<file path="src/common/audioRam_macros.svh">
`ifndef AUDIO_RAM_MACROS_SVH
`define AUDIO_RAM_MACROS_SVH

// ##########################################################################
// Frame geometry shared by the capture path and the sample store
// ##########################################################################

// Width of one audio sample and of one stored word
`define SAMPLE_BITS 16

// Frame address width
`define ADDR_BITS 10

// Samples per frame, one per address
`define FRAME_LEN 1024

`endif

</file>
<file path="src/common/audioTypesPkg.sv">
`include "audioRam_macros.svh"

package audioTypesPkg;

    typedef logic signed [`SAMPLE_BITS-1:0] sampleT;   // Raw or windowed sample
    typedef logic [`ADDR_BITS-1:0] addrT;              // Frame address

    // Field view of the window product
    typedef struct packed {
        logic        signExt;   // Only a copy of the sign for in-range products
        sampleT      scaled;    // Bits 30..15, the stored value
        logic [14:0] frac;      // Dropped Q0.15 fraction
    } productFieldsT;

    // Signed sample times Q0.15 coefficient
    typedef union packed {
        logic signed [2*`SAMPLE_BITS-1:0] word;
        productFieldsT                    fields;
    } productU;

endpackage

</file>
<file path="src/common/windowPkg.sv">
package windowPkg;

    // ##########################################################################
    // Window selection and coefficient format
    // ##########################################################################

    typedef enum logic {
        hammingWin = 1'b0,
        hannWin    = 1'b1
    } windowKindE;

    // Q0.15 coefficient, 0 to 32767
    typedef logic [15:0] coefT;

    // Full scale of a coefficient
    localparam int coefFullScale = 32767;

endpackage

</file>
<file path="src/capture/captureController.sv">
`include "audioRam_macros.svh"

module captureController (
    input  logic                  iStartLoad,
    input  logic                  reshot,
    input  logic                  startLoad,
    input  windowPkg::windowKindE windowKind,
    output audioTypesPkg::addrT   writeAddr,
    output logic                  writeEnable,
    output windowPkg::windowKindE activeWindow,
    output logic                  loadComplete
);
    import windowPkg::*;

    typedef enum logic {
        idleSt  = 1'b0,
        writeSt = 1'b1
    } stateE;

    stateE               state;
    logic [`ADDR_BITS:0] count;   // Extra bit marks the end of the frame

    // ##########################################################################
    // Capture state machine
    // ##########################################################################
    always_ff @(posedge iStartLoad or posedge reshot)
    begin
        if (reshot)
        begin
            state        <= idleSt;
            count        <= '0;
            activeWindow <= hammingWin;
            loadComplete <= 1'b0;
        end
        else
        begin
            case (state)
                idleSt:
                begin
                    if (startLoad)
                    begin
                        state        <= writeSt;
                        count        <= '0;
                        activeWindow <= windowKind;   // Held for the whole frame
                    end
                end

                writeSt:
                begin
                    if (count[`ADDR_BITS])
                    begin
                        state        <= idleSt;
                        loadComplete <= 1'b1;   // Stays up until next start
                    end
                    else
                    begin
                        count        <= count + 1'b1;
                        loadComplete <= 1'b0;
                    end
                end

                default:
                begin
                    state <= idleSt;
                end
            endcase
        end
    end

    // One write per cycle while the counter is inside the frame
    assign writeEnable = (state == writeSt) && !count[`ADDR_BITS];
    assign writeAddr   = count[`ADDR_BITS-1:0];

endmodule

</file>
<file path="config.mk">
export PLATFORM = sky130hd
export DESIGN_NAME = captureController
export DESIGN_NICKNAME = d
export VERILOG_FILES = /design/src/common/audioTypesPkg.sv /design/src/common/windowPkg.sv /design/src/capture/captureController.sv
export VERILOG_INCLUDE_DIRS = /design/src /design/src/common
export SDC_FILE = /design/constraint.sdc
export NUM_CORES = 1
export LEC_CHECK = 0
export BUFFER_PORTS_ARGS = -buffer_cell sky130_fd_sc_hd__buf_4
export CORE_ASPECT_RATIO = 1.2
export CORE_UTILIZATION = 46
export DETAILED_ROUTE_END_ITERATION = 10
export PLACE_DENSITY = 0.76
export SYNTH_ARGS = -nofsm -noshare
export SYNTH_HDL_FRONTEND = slang
export SYNTH_SLANG_ARGS = --single-unit
</file>
<file path="constraint.sdc">
create_clock -name iStartLoad -period 1.18 [get_ports iStartLoad]
set_input_delay 0.118 -clock iStartLoad [delete_from_list [all_inputs] [get_ports iStartLoad]]
set_output_delay 0.118 -clock iStartLoad [all_outputs]
set_load 0.1 [all_outputs]
</file>
After elaboration in Yosys (flattened, before gate mapping). Cells that the tools add are included.

Register bits: 14. Bits of input ports: 4. Output and inout bits: 13. Word-level logic and storage cells: 20.

Add/subtract/negate cells: 1. Equality and inequality tests: 2. Mux-type cells: 7. Bitwise logic cells: 1. Reductions and logical operators: 4.

Operator list (number): $mux 11 (2); $pmux 11 s2 (1); $add 11x1->11 const B (1); $ne 2x2->1 const B (2); $reduce_and 2->1 (2); $mux 1 (3); $pmux 1 s2 (1); $logic_and 1x1->1 (1); $logic_not 1->1 (1); $not 1->1 (1).

Logic depth before layout (Yosys ltp).
Word-level depth: 3. Depth in mapped cells: 5. Mapped depth without buffers: 4.

Least setup slack after synthesis. Ideal clock, no wire load.

Path type: register to register. From: register count[10]. To: register count[4]. Library setup time: 0.126 ns. Arrival: 1.379 ns. Required time: 1.054 ns. Setup slack: -0.325 ns. Cell stages (with the launch flop): 6. Path buffers: 1. Clock period less this slack: 1.505 ns. Cells stage by stage: dfrtp_1 > nand2b_1 > buf_2 > inv_2 > mux2i_1 > o22ai_1.

Longest elaborated chain between the ends: 2.

RTL lines: start: declaration (line captureController.sv:21) `` logic [`ADDR_BITS:0] count; ``; start signal: assignment (line captureController.sv:57) `count <= count + 1'b1;`; $ne 2x2->1 (no line); $reduce_and 2->1 (no line).

No other way between the ends. A chain may end at the register's enable or synchronous reset.

Worst setup path in the final report.
From: register count[1]. To: register count[8].

Longest elaborated chain between the ends: 3.

RTL lines: $add 11x1->11 (line captureController.sv:57); $mux 11 (line captureController.sv:50) `` if (count[`ADDR_BITS]) ``; $pmux 11 s2 (line captureController.sv:37) `case (state)`.

No other way between the ends. The select of a mux whose other input is x is not followed.

==> reports/results.ini <==
[synthesis]
syn_inst = 75
synth_cell_type_count = 25
synth-seq-cells = 14
synth_top_area_share_pct = 46.90
syn_nets = 80
yosys_warnings = 0
avgSynthCellArea_um2 = 9.960
yosys-top-cells-area = dfrtp_1, buf_4, nand3_1
synth_area_leader_cell = dfrtp_1
synth_area_um2 = 747.0
yosysSeqAreaShare_pct = 46.90

[timing]
fin_ws_ns = -0.1813
clock.fmax_ghz = 0.7346
worst_pin_slew_ns = 0.5491
tns_ns = -0.8458
period_share_pct = 115.4
setup_viol = 11
fin_worst_skew_ns = 0.005585
post-route-min-period_ns = 1.361
final_max_slew_viol_count = 0
final-hold-violation-count = 0
rsz0062_at_grt = yes
max-slew-margin-rel_pct = 63.36

[final_layout]
syn_to_final_growth_pct = 57.12
fin_util_pct = 79.16
drive_gt1_share_pct = 58.10
final_area_um2 = 1174
diodes = 0
layout_commonest_cell = buf_4
fin_nets = 111
mostFrequentLayoutCells = buf_4, buf_6, nand2_1, dfrtp_1, dfrtp_2

[min_path]
min_path_cells = 2
hold_class = primary input to flop
holdCritStartpoint = windowKind
worst_hold_path.endpoint = activeWindow

[clock_tree]
root_buffer = clkbuf_4
htreeDepth = 1
clkLatencyLatePin_ns = 0.28
cts.clk_slew.worst_paths_ns = 0.10
tritoncts = built
cts.sinks = 14
numCtsBuffers = 3
clockBufferDepth = 2

[worst_setup_path]
critPathLaunchType = flop
required_ns = 1.34
startpoint = count[1]
critPathArrivalTime_ns = 1.52
cp_max_fo = 3
worst-r2r-setup-slack_ns = -0.18
reg2reg_depth = 5
endpoint_kind = flop
crit_type = flop to flop
timing.rr.start = count[1]
reg2reg_to = count[8]

[drt]
detail_route.first_pass.iterations = 4
drtIter0Drc = 21
vias = 710
wl_um = 2073
viasPerCell = 5.820
wl_per_cell_um = 16.99
drc = 0
detail-route-antenna-nets = 0

[job]
drv_cap = 0

[global_routing]
antenna_found_initial = 0
grt_max_degree = 15
grt_pass1_vias = 677
grt-ovfl-total = 0
grt_pass1_wl_um = 2953
track_usage_pct = 23.78

[placement]
placed_area_um2 = 913.4
hpwl_um = 1111
place_ws_ns = -0.08382
io_buffers = 16
gp_congestion = 0.7793

[floorplan]
core_um2 = 1483
fp-row-count = 15
die_w_um = 38.79
initial_core_util_pct = 50.38
dieArea_um2 = 1790
io_pins = 17
fp.dieH_um = 46.14

[status]
violations = setup timing
outcome = finished with violations

==> cell families after synthesis <==
family	synth area share (%)
AOI/OAI and AO/OA	16.42
adders and majority gates	1.675
buffers and inverters	14.40
DFF	46.90
muxes	4.355
and+or+nand+nor	16.25
==> routing by layer <==
metal  track usage, %  vias to the layer above  wire length, µm
li1                 -                      324                -
met1            28.31                      348              826
met2            42.67                       32             1126
met3            3.382                        6               70
met4            8.276                        0               50
met5                0                        -                0
==> stage by stage <==
step,hold WS (ns),instances
2_1_floorplan,0.007084,75
3_3_place_gp,0.1970,109
3_5_place_dp,0.1931,109
4_1_cts,0.07094,118
5_1_grt,0.06146,122
6_report,0.06801,122
==> how the worst max path moves through the flow <==
stage | endpoint
final | count[8]
after detailed placement | count[9]
after global routing | count[8]
after global placement | count[9]
after floorplan | count[7]
after CTS | writeEnable
==> critical path, cell delays in order, from the launching register on <==
cell and delay, ns:
dfrtp_1 0.39, ha_2 0.20, nand4_1 0.16, buf_4 0.20
o21ai_1 0.18, a31oi_1 0.12
==> cell type report <==
cell class,count,area (µm²)
clock buffers,4,36.28
fillers,87,309.0
inverters,6,30.03
multi-input cells,43,377.9
flip-flops and latches,14,357.8
well taps,17,21.27
repair buffers,38,350.3
==> repair_timing <==
action                                  CTS  global route
hold buffers                              1             0
pin swaps                                 3             4
endpoints found under the setup margin   12            17
gates resized for setup                  15            20
endpoints found under the hold margin    14             0
setup buffers                             4             4
==> state kept, by name, summed over array words and instances (netlist names) <==
name	flops
loadComplete	1
activeWindow	1
count	11
state	1
==> synthesized netlist by cell type, drive strengths merged <==
cell / instances
o41ai: 2
o22ai: 2
nand4b: 1
inv: 6
buf: 12
nand4: 2
nand3b: 1
nand2b: 2
o31ai: 3
nor3b: 1
o21ai: 2
a21oi: 1
ha: 1
nand3: 6
mux2i: 1
o31a: 1
nor4: 1
mux2: 2
o311ai: 2
a31oi: 1
nand2: 8
dfrtp: 14
o211ai: 3
Power is left out: the tool's default activity adds up to more than one toggle a clock period on the data nets, which glitch-free logic cannot reach.
