--- src/common/audioRam_macros.svh ---
`ifndef AUDIO_RAM_MACROS_SVH
`define AUDIO_RAM_MACROS_SVH

// ##########################################################################
// Frame geometry shared by the capture path and the sample store
// ##########################################################################

// Width of one audio sample and of one stored word
`define SAMPLE_BITS 16

// Frame address width
`define ADDR_BITS 10

// Samples per frame, one per address
`define FRAME_LEN 1024

`endif

--- src/common/audioTypesPkg.sv ---
`include "audioRam_macros.svh"

package audioTypesPkg;

    typedef logic signed [`SAMPLE_BITS-1:0] sampleT;   // Raw or windowed sample
    typedef logic [`ADDR_BITS-1:0] addrT;              // Frame address

    // Field view of the window product
    typedef struct packed {
        logic        signExt;   // Only a copy of the sign for in-range products
        sampleT      scaled;    // Bits 30..15, the stored value
        logic [14:0] frac;      // Dropped Q0.15 fraction
    } productFieldsT;

    // Signed sample times Q0.15 coefficient
    typedef union packed {
        logic signed [2*`SAMPLE_BITS-1:0] word;
        productFieldsT                    fields;
    } productU;

endpackage

--- src/common/windowPkg.sv ---
package windowPkg;

    // ##########################################################################
    // Window selection and coefficient format
    // ##########################################################################

    typedef enum logic {
        hammingWin = 1'b0,
        hannWin    = 1'b1
    } windowKindE;

    // Q0.15 coefficient, 0 to 32767
    typedef logic [15:0] coefT;

    // Full scale of a coefficient
    localparam int coefFullScale = 32767;

endpackage

--- src/verilog/windowMultiplier.sv ---
module windowMultiplier (
    input  audioTypesPkg::sampleT     sample,
    input  windowPkg::coefT           hammingCoef,
    input  windowPkg::coefT           hannCoef,
    input  windowPkg::windowKindE     activeWindow,
    output audioTypesPkg::sampleT     windowedSample
);
    import audioTypesPkg::*;
    import windowPkg::*;

    coefT    coef;
    productU product;

    always_comb
    begin
        if (activeWindow == hannWin)
            coef = hannCoef;
        else
            coef = hammingCoef;
    end

    // Coefficient zero-extended so it multiplies as a positive value
    always_comb
    begin
        product.word = sample * $signed({1'b0, coef});
    end

    // Q0.15 product back to sample scale
    assign windowedSample = product.fields.scaled;

endmodule

--- config.mk ---
export PLATFORM = sky130hd
export DESIGN_NAME = windowMultiplier
export DESIGN_NICKNAME = d
export VERILOG_FILES = /design/src/common/audioTypesPkg.sv /design/src/common/windowPkg.sv /design/src/verilog/windowMultiplier.sv
export VERILOG_INCLUDE_DIRS = /design/src /design/src/common
export SDC_FILE = /design/constraint.sdc
export NUM_CORES = 1
export LEC_CHECK = 0
export ABC_AREA = 0
export BUFFER_PORTS_ARGS = -buffer_cell sky130_fd_sc_hd__buf_2
export CORE_UTILIZATION = 35
export DETAILED_ROUTE_END_ITERATION = 10
export PLACE_DENSITY = 0.54
export SLEW_MARGIN = 40
export SYNTH_ARGS = -nofsm -noshare
export SYNTH_HDL_FRONTEND = slang
export SYNTH_SLANG_ARGS = --single-unit
export TNS_END_PERCENT = 1
--- constraint.sdc ---
create_clock -name vclk -period 9.97
set_input_delay 0.4985 -clock vclk [all_inputs]
set_output_delay 0.4985 -clock vclk [all_outputs]
set_load 0.1 [all_outputs]
### Yosys cells after proc, flatten, opt, wreduce, memory -nomap -nowiden

Cells that the tools add are included.

* bits in registers: 0

* multiplexer cells: 1
* $mul: 1

Operators by type and width (number)
* multiplier 16 x 17 -> 31 bit: 1
* 2-to-1 mux 16 bit: 1

### Logic depth before layout (Yosys ltp)

Gate-level depths: netlist of run 1.

* depth in word-level cells: 2
* gate-level depth with buffers: 23
* depth with buffers taken out: 21

### Worst setup path before layout of run 1

OpenSTA, ideal clock, no wires.

* kind: input to output
* from: in activeWindow
* to: out windowedSample[14]
* slack: 1.417 ns
* stages on the path: 23
* data arrival time: 8.055 ns
* required time: 9.472 ns
* path through: buf_6 > buf_2 > mux2_2 > clkbuf_1 > nand2_1 > fa_1 > inv_1 > fa_1 > inv_1 > fa_1 > inv_1 > fa_1 > fa_1 > inv_1 > fa_1 > inv_1 > ha_1 > and3_1 > o2111ai_1 > a211o_1 > a21oi_2 > nor2_1 > o311ai_1

* longest elaborated chain between the ends: 2

RTL lines
* from (decl): RTL line windowMultiplier.sv:5 `input windowPkg::windowKindE activeWindow,`
* 2-to-1 mux 16 bit: RTL line windowMultiplier.sv:16 `if (activeWindow == hannWin)`
* multiplier 16 x 17 -> 31 bit: RTL line windowMultiplier.sv:25 `product.word = sample * $signed({1'b0, coef});`
* to (decl): RTL line windowMultiplier.sv:6 `output audioTypesPkg::sampleT windowedSample`

Every way passes these cells.

### Worst setup path in the final report of run 1

Ends and elaborated chain as after synthesis.

==> results.cfg, run 1 <==
[synthesis]
synth_cell_types = 47
yosys_warnings = 0
synthCells = 992
synth_seq_area_share = 0
ys_top_cells_by_count = 228 x inv_1, 193 x fa_1, 157 x nand2_1
netlist_top_cells_area = fa_1 45%, ha_1 16%, inv_1 9.9%
synth.net_count = 1342
synth_top_area_frac = 0.4468
syn_avg_cell_area_sq_um = 8.718
mappedNetlistArea_sq_um = 8648
yosysTopAreaCell = fa_1
yosysMostFrequentCell = inv_1

[layout]
num-fill-cells = 2562
final_cells = 1346
clockBufferCount = 0
insertedDiodeCount = 0
drive_above_1_share = 0.09687
final_nets = 1374
nFlopsAndLatches = 0
postLayoutCellArea_sq_um = 9239
synthToLayoutAreaGrowth_pct = 6.829
final-seq-area_sq_um = 0
multi_input_comb_area_sq_um = 7652

[critical_path]
cp-end-kind = output port
crit_fanout = 16
worstPathRequired_ns = 9.47
path_class = in -> out
crit_arrival_ns = 7.09
startpoint = activeWindow
cp-start-kind = primary input
endpoint = windowedSample[14]

[placed_design]
pre_cts_ws_ns = 2.354
hpwl_um = 18700
place_inst = 1346
routabilityCongestion = 0.7914
place_area_sq_um = 9239
io_buffers = 65

[sta]
worst_slack_ns = 2.377
rsz0062_at_grt = false
finalMaxSlewViolations = 0
layout_min_cycle_time_ns = 7.593
tightest_slew_ns = 0.5352
setup_viol = 0
fin_tns_setup_ns = 0
fmax_ghz = 0.1317
fin_crit_sh = 0.7616
slew_headroom = 0.6428
final_hold_viol_count = 0

[floorplan]
die-area_sq_um = 25340
num_rows = 57
ios = 65
die_w_um = 159.2
initial_core_util = 0.3567
die_h_um = 159.2
core_sq_um = 24250

[detailed_routing]
initialDrtViolationCount = 308
drc = 0
antenna_left = 0
wirelength_um = 21860
vias = 6514
first_pass_iters = 4
wl_per_cell_um = 16.24
via_per_inst = 4.840

[clock_network]
holdBufCountCts = 0
cts_setup_buffers = 0
cts_resized = 0

[global_routing]
grt_pass1_vias = 6736
grt_max_degree = 18
grt_pass1_wl_um = 35920
overflow = 0
antenna_found_initial = 0
track_usage = 0.1781

[run_status]
status = finished, final reports clean

[hold_path]
hp-class = in -> out

[job]
maxCapViolCount = 0
routing by layer:
layer | vias up | global-route usage | routed length (um)
met5 | - | 0 | 0
met4 | 0 | 0.01923 | 286
met3 | 14 | 0.003907 | 514
met2 | 87 | 0.3377 | 11780
met1 | 3359 | 0.2322 | 9281
li1 | 3054 | - | -
worst max-delay path, cell delays in order:
cell and delay [ns]:
buf_2 0.38, mux2_2 0.56, and2_1 0.24, fa_1 0.53
inv_1 0.06, fa_1 0.52, inv_1 0.05, fa_1 0.49
fa_1 0.43, fa_1 0.49, inv_1 0.05, fa_1 0.47
inv_1 0.04, ha_1 0.37, and3_1 0.22, o2111ai_1 0.12
a211o_1 0.34, a21oi_2 0.37, nor2_1 0.13, o311ai_1 0.25
buf_2 0.47
per-stage QoR:
step,hold WS [ns],utilization
after floorplan,1.783,-
after global placement,2.172,0.3810
after detailed placement,2.177,0.3810
after CTS,2.183,0.3810
after global routing,2.253,0.3810
final,2.157,0.3810
worst min-delay path by stage:
| stage | from | to | slack, ns | cells after the start |
|---|---|---|---|---|
| global placement | sample[15] | windowedSample[15] | 2.17 | 7 |
| floorplan | sample[1] | windowedSample[3] | 1.78 | 4 |
| CTS | sample[15] | windowedSample[15] | 2.18 | 7 |
| detailed placement | sample[15] | windowedSample[15] | 2.18 | 7 |
| finish | sample[15] | windowedSample[15] | 2.16 | 7 |
| global route | sample[15] | windowedSample[15] | 2.25 | 7 |
cells in the final DEF, fill, tap and decap left out, types with 2 or more instances in the layout:
cell,netlist,final
a2111o_1,2,2
mux2_2,14,14
or2_2,9,9
a311oi_2,2,2
inv_1,228,228
nand3_1,3,3
a21oi_2,2,2
mux2_4,2,2
and3_1,4,4
ha_1,108,108
nand4_1,6,6
a211o_1,2,2
o21ai_1,6,6
nand2b_1,2,2
o21ai_0,9,9
xor2_1,4,4
nand2_1,157,157
nor3_1,3,3
nor2_1,22,22
o221ai_1,3,3
fa_1,193,193
a31oi_1,2,2
and4_1,3,3
o211ai_1,2,2
buf_2,1,65
a21o_1,4,4
a211oi_1,4,4
and2_1,106,106
a21oi_1,23,23
xnor2_1,15,15
o21bai_1,3,3
layout make-up:
type                            instances  area share
Tap cell                              324     0.04388
Timing Repair Buffer                   65     0.03521
Inverter                              228     0.09263
Multi-Input combinational cell        729      0.8283
cell families (layout without fill, tap and decap cells):
logic type / Yosys count / count (layout) / synth area share
buf+inv: 263 / 293 / 0.1152
compound gates: 74 / 74 / 0.06077
xor+xnor: 19 / 19 / 0.01924
mux: 17 / 17 / 0.02286
fa+ha+maj: 301 / 301 / 0.6030
simple gates: 318 / 318 / 0.1790
Power of run 1 is not shown: default switching activity piles up to over one toggle a cycle in this logic, so the estimate is an artifact.
==> inputs of run 2 (changes only) <==
clock period = 7 ns   (was 9.97 ns; I/O delays follow)
==> results.cfg, run 2 (same netlist as run 1, synthesis figures left out) <==
[sta]
final_hold_viol_count = 0
layout_min_cycle_time_ns = 6.782
slew_headroom = 0.6181
finalMaxSlewViolations = 0
fin_crit_sh = 0.9689
tightest_slew_ns = 0.5722
fin_tns_setup_ns = 0
fmax_ghz = 0.1474
setup_viol = 0

[global_routing]
track_usage = 0.1804
grt_pass1_wl_um = 36430
overflow = 0
grt_pass1_vias = 7179
antenna_found_initial = 0
grt_max_degree = 18

[layout]
clockBufferCount = 0
synthToLayoutAreaGrowth_pct = 13.98
multi_input_comb_area_sq_um = 7727
nFlopsAndLatches = 0
drive_above_1_share = 0.1376
final-seq-area_sq_um = 0
final_cells = 1385
final_cell_mix = 228 x inv_1, 193 x fa_1, 157 x nand2_1
final_nets = 1413
insertedDiodeCount = 0
num-fill-cells = 2531
final_common_cell = inv_1

[floorplan]
die-area_sq_um = 25340
die_w_um = 159.2
initial_core_util = 0.3567
die_h_um = 159.2
ios = 65
num_rows = 57
core_sq_um = 24250

[critical_path]
cpPeakStageDelay_ns = 0.55
cp-start-kind = primary input
crit_fanout = 13
critPathSlowestCell = fa_1
crit_arrival_ns = 6.43
path_class = in -> out
cp-end-kind = output port
path_cells = buf_2, buf_12, mux2_2, and2_1, fa_1, inv_1, fa_1, fa_1, inv_1, fa_1, fa_1, inv_1, fa_1, inv_1, ha_1, buf_4, a21oi_2, o211ai_1, a311oi_2, o21ai_2, and3_1, a311oi_2, buf_12
path_common_cell = fa_1
worstPathRequired_ns = 6.65

[hold_path]
hp-class = in -> out

[placed_design]
io_buffers = 65
routabilityCongestion = 0.8529
place_inst = 1381
hpwl_um = 19190

[detailed_routing]
initialDrtViolationCount = 221
drc = 0
wl_per_cell_um = 15.83
first_pass_iters = 7
antenna_left = 0
via_per_inst = 4.829
vias = 6688
wirelength_um = 21920

[clock_network]
holdBufCountCts = 0

[job]
maxCapViolCount = 0

[run_status]
status = finished, final reports clean
run 2: cell types whose count changed in the layout (fill, tap and decap cells not counted), sizes merged:
cell	before	now
clkbuf	0	1
buf	65	103
run 2: what timing repair did:
action                                  CTS  global route
gates resized for setup                   0            16
endpoints found under the setup margin    0             6
buffers inserted                          0             4
run 2: path summary, 6_finish.rpt:
check	end	startpoint	slack (ns)	cells past startpoint
worst min-delay path	windowedSample[15]	sample[15]	1.85	7
worst max-delay path	windowedSample[10]	activeWindow	0.22	23
run 2: metal layers:
layer  global-route usage  share of wire  vias to the layer above
met5                    0              0                        -
met4              0.05332          0.028                        0
met3              0.01433          0.036                       22
met2               0.3339           0.53                      114
met1               0.2226           0.41                     3419
li1                     -              -                     3133
run 2: through the flow:
stage,area (sq um),hold WS (ns),setup WS (ns),utilization
after floorplan,8663,1.486,-0.5300,-
after CTS,9754,1.807,0.07223,0.4023
after global placement,9754,1.809,0.1270,0.4023
after global routing,9857,1.953,-0.007350,0.4065
final,9857,1.848,0.2180,0.4065
after detailed placement,9754,1.806,0.09725,0.4023
run 2: cell type report:
type	instances	area share
Inverter	228	0.08682
Multi-Input combinational cell	729	0.7840
Tap cell	324	0.04113
Timing Repair Buffer	104	0.08809
run 2: worst max-delay path, delay by kind of cell:
kind                     cells  cell delay (ns)
adder cells (fa/ha/maj)      7             3.25
multiplexers                 1             0.41
AO/OA/AOI/OAI                5             1.15
buffers and inverters        8             0.86
AND/OR/NAND/NOR              2             0.38
Power of run 2 is left out for the same reason.
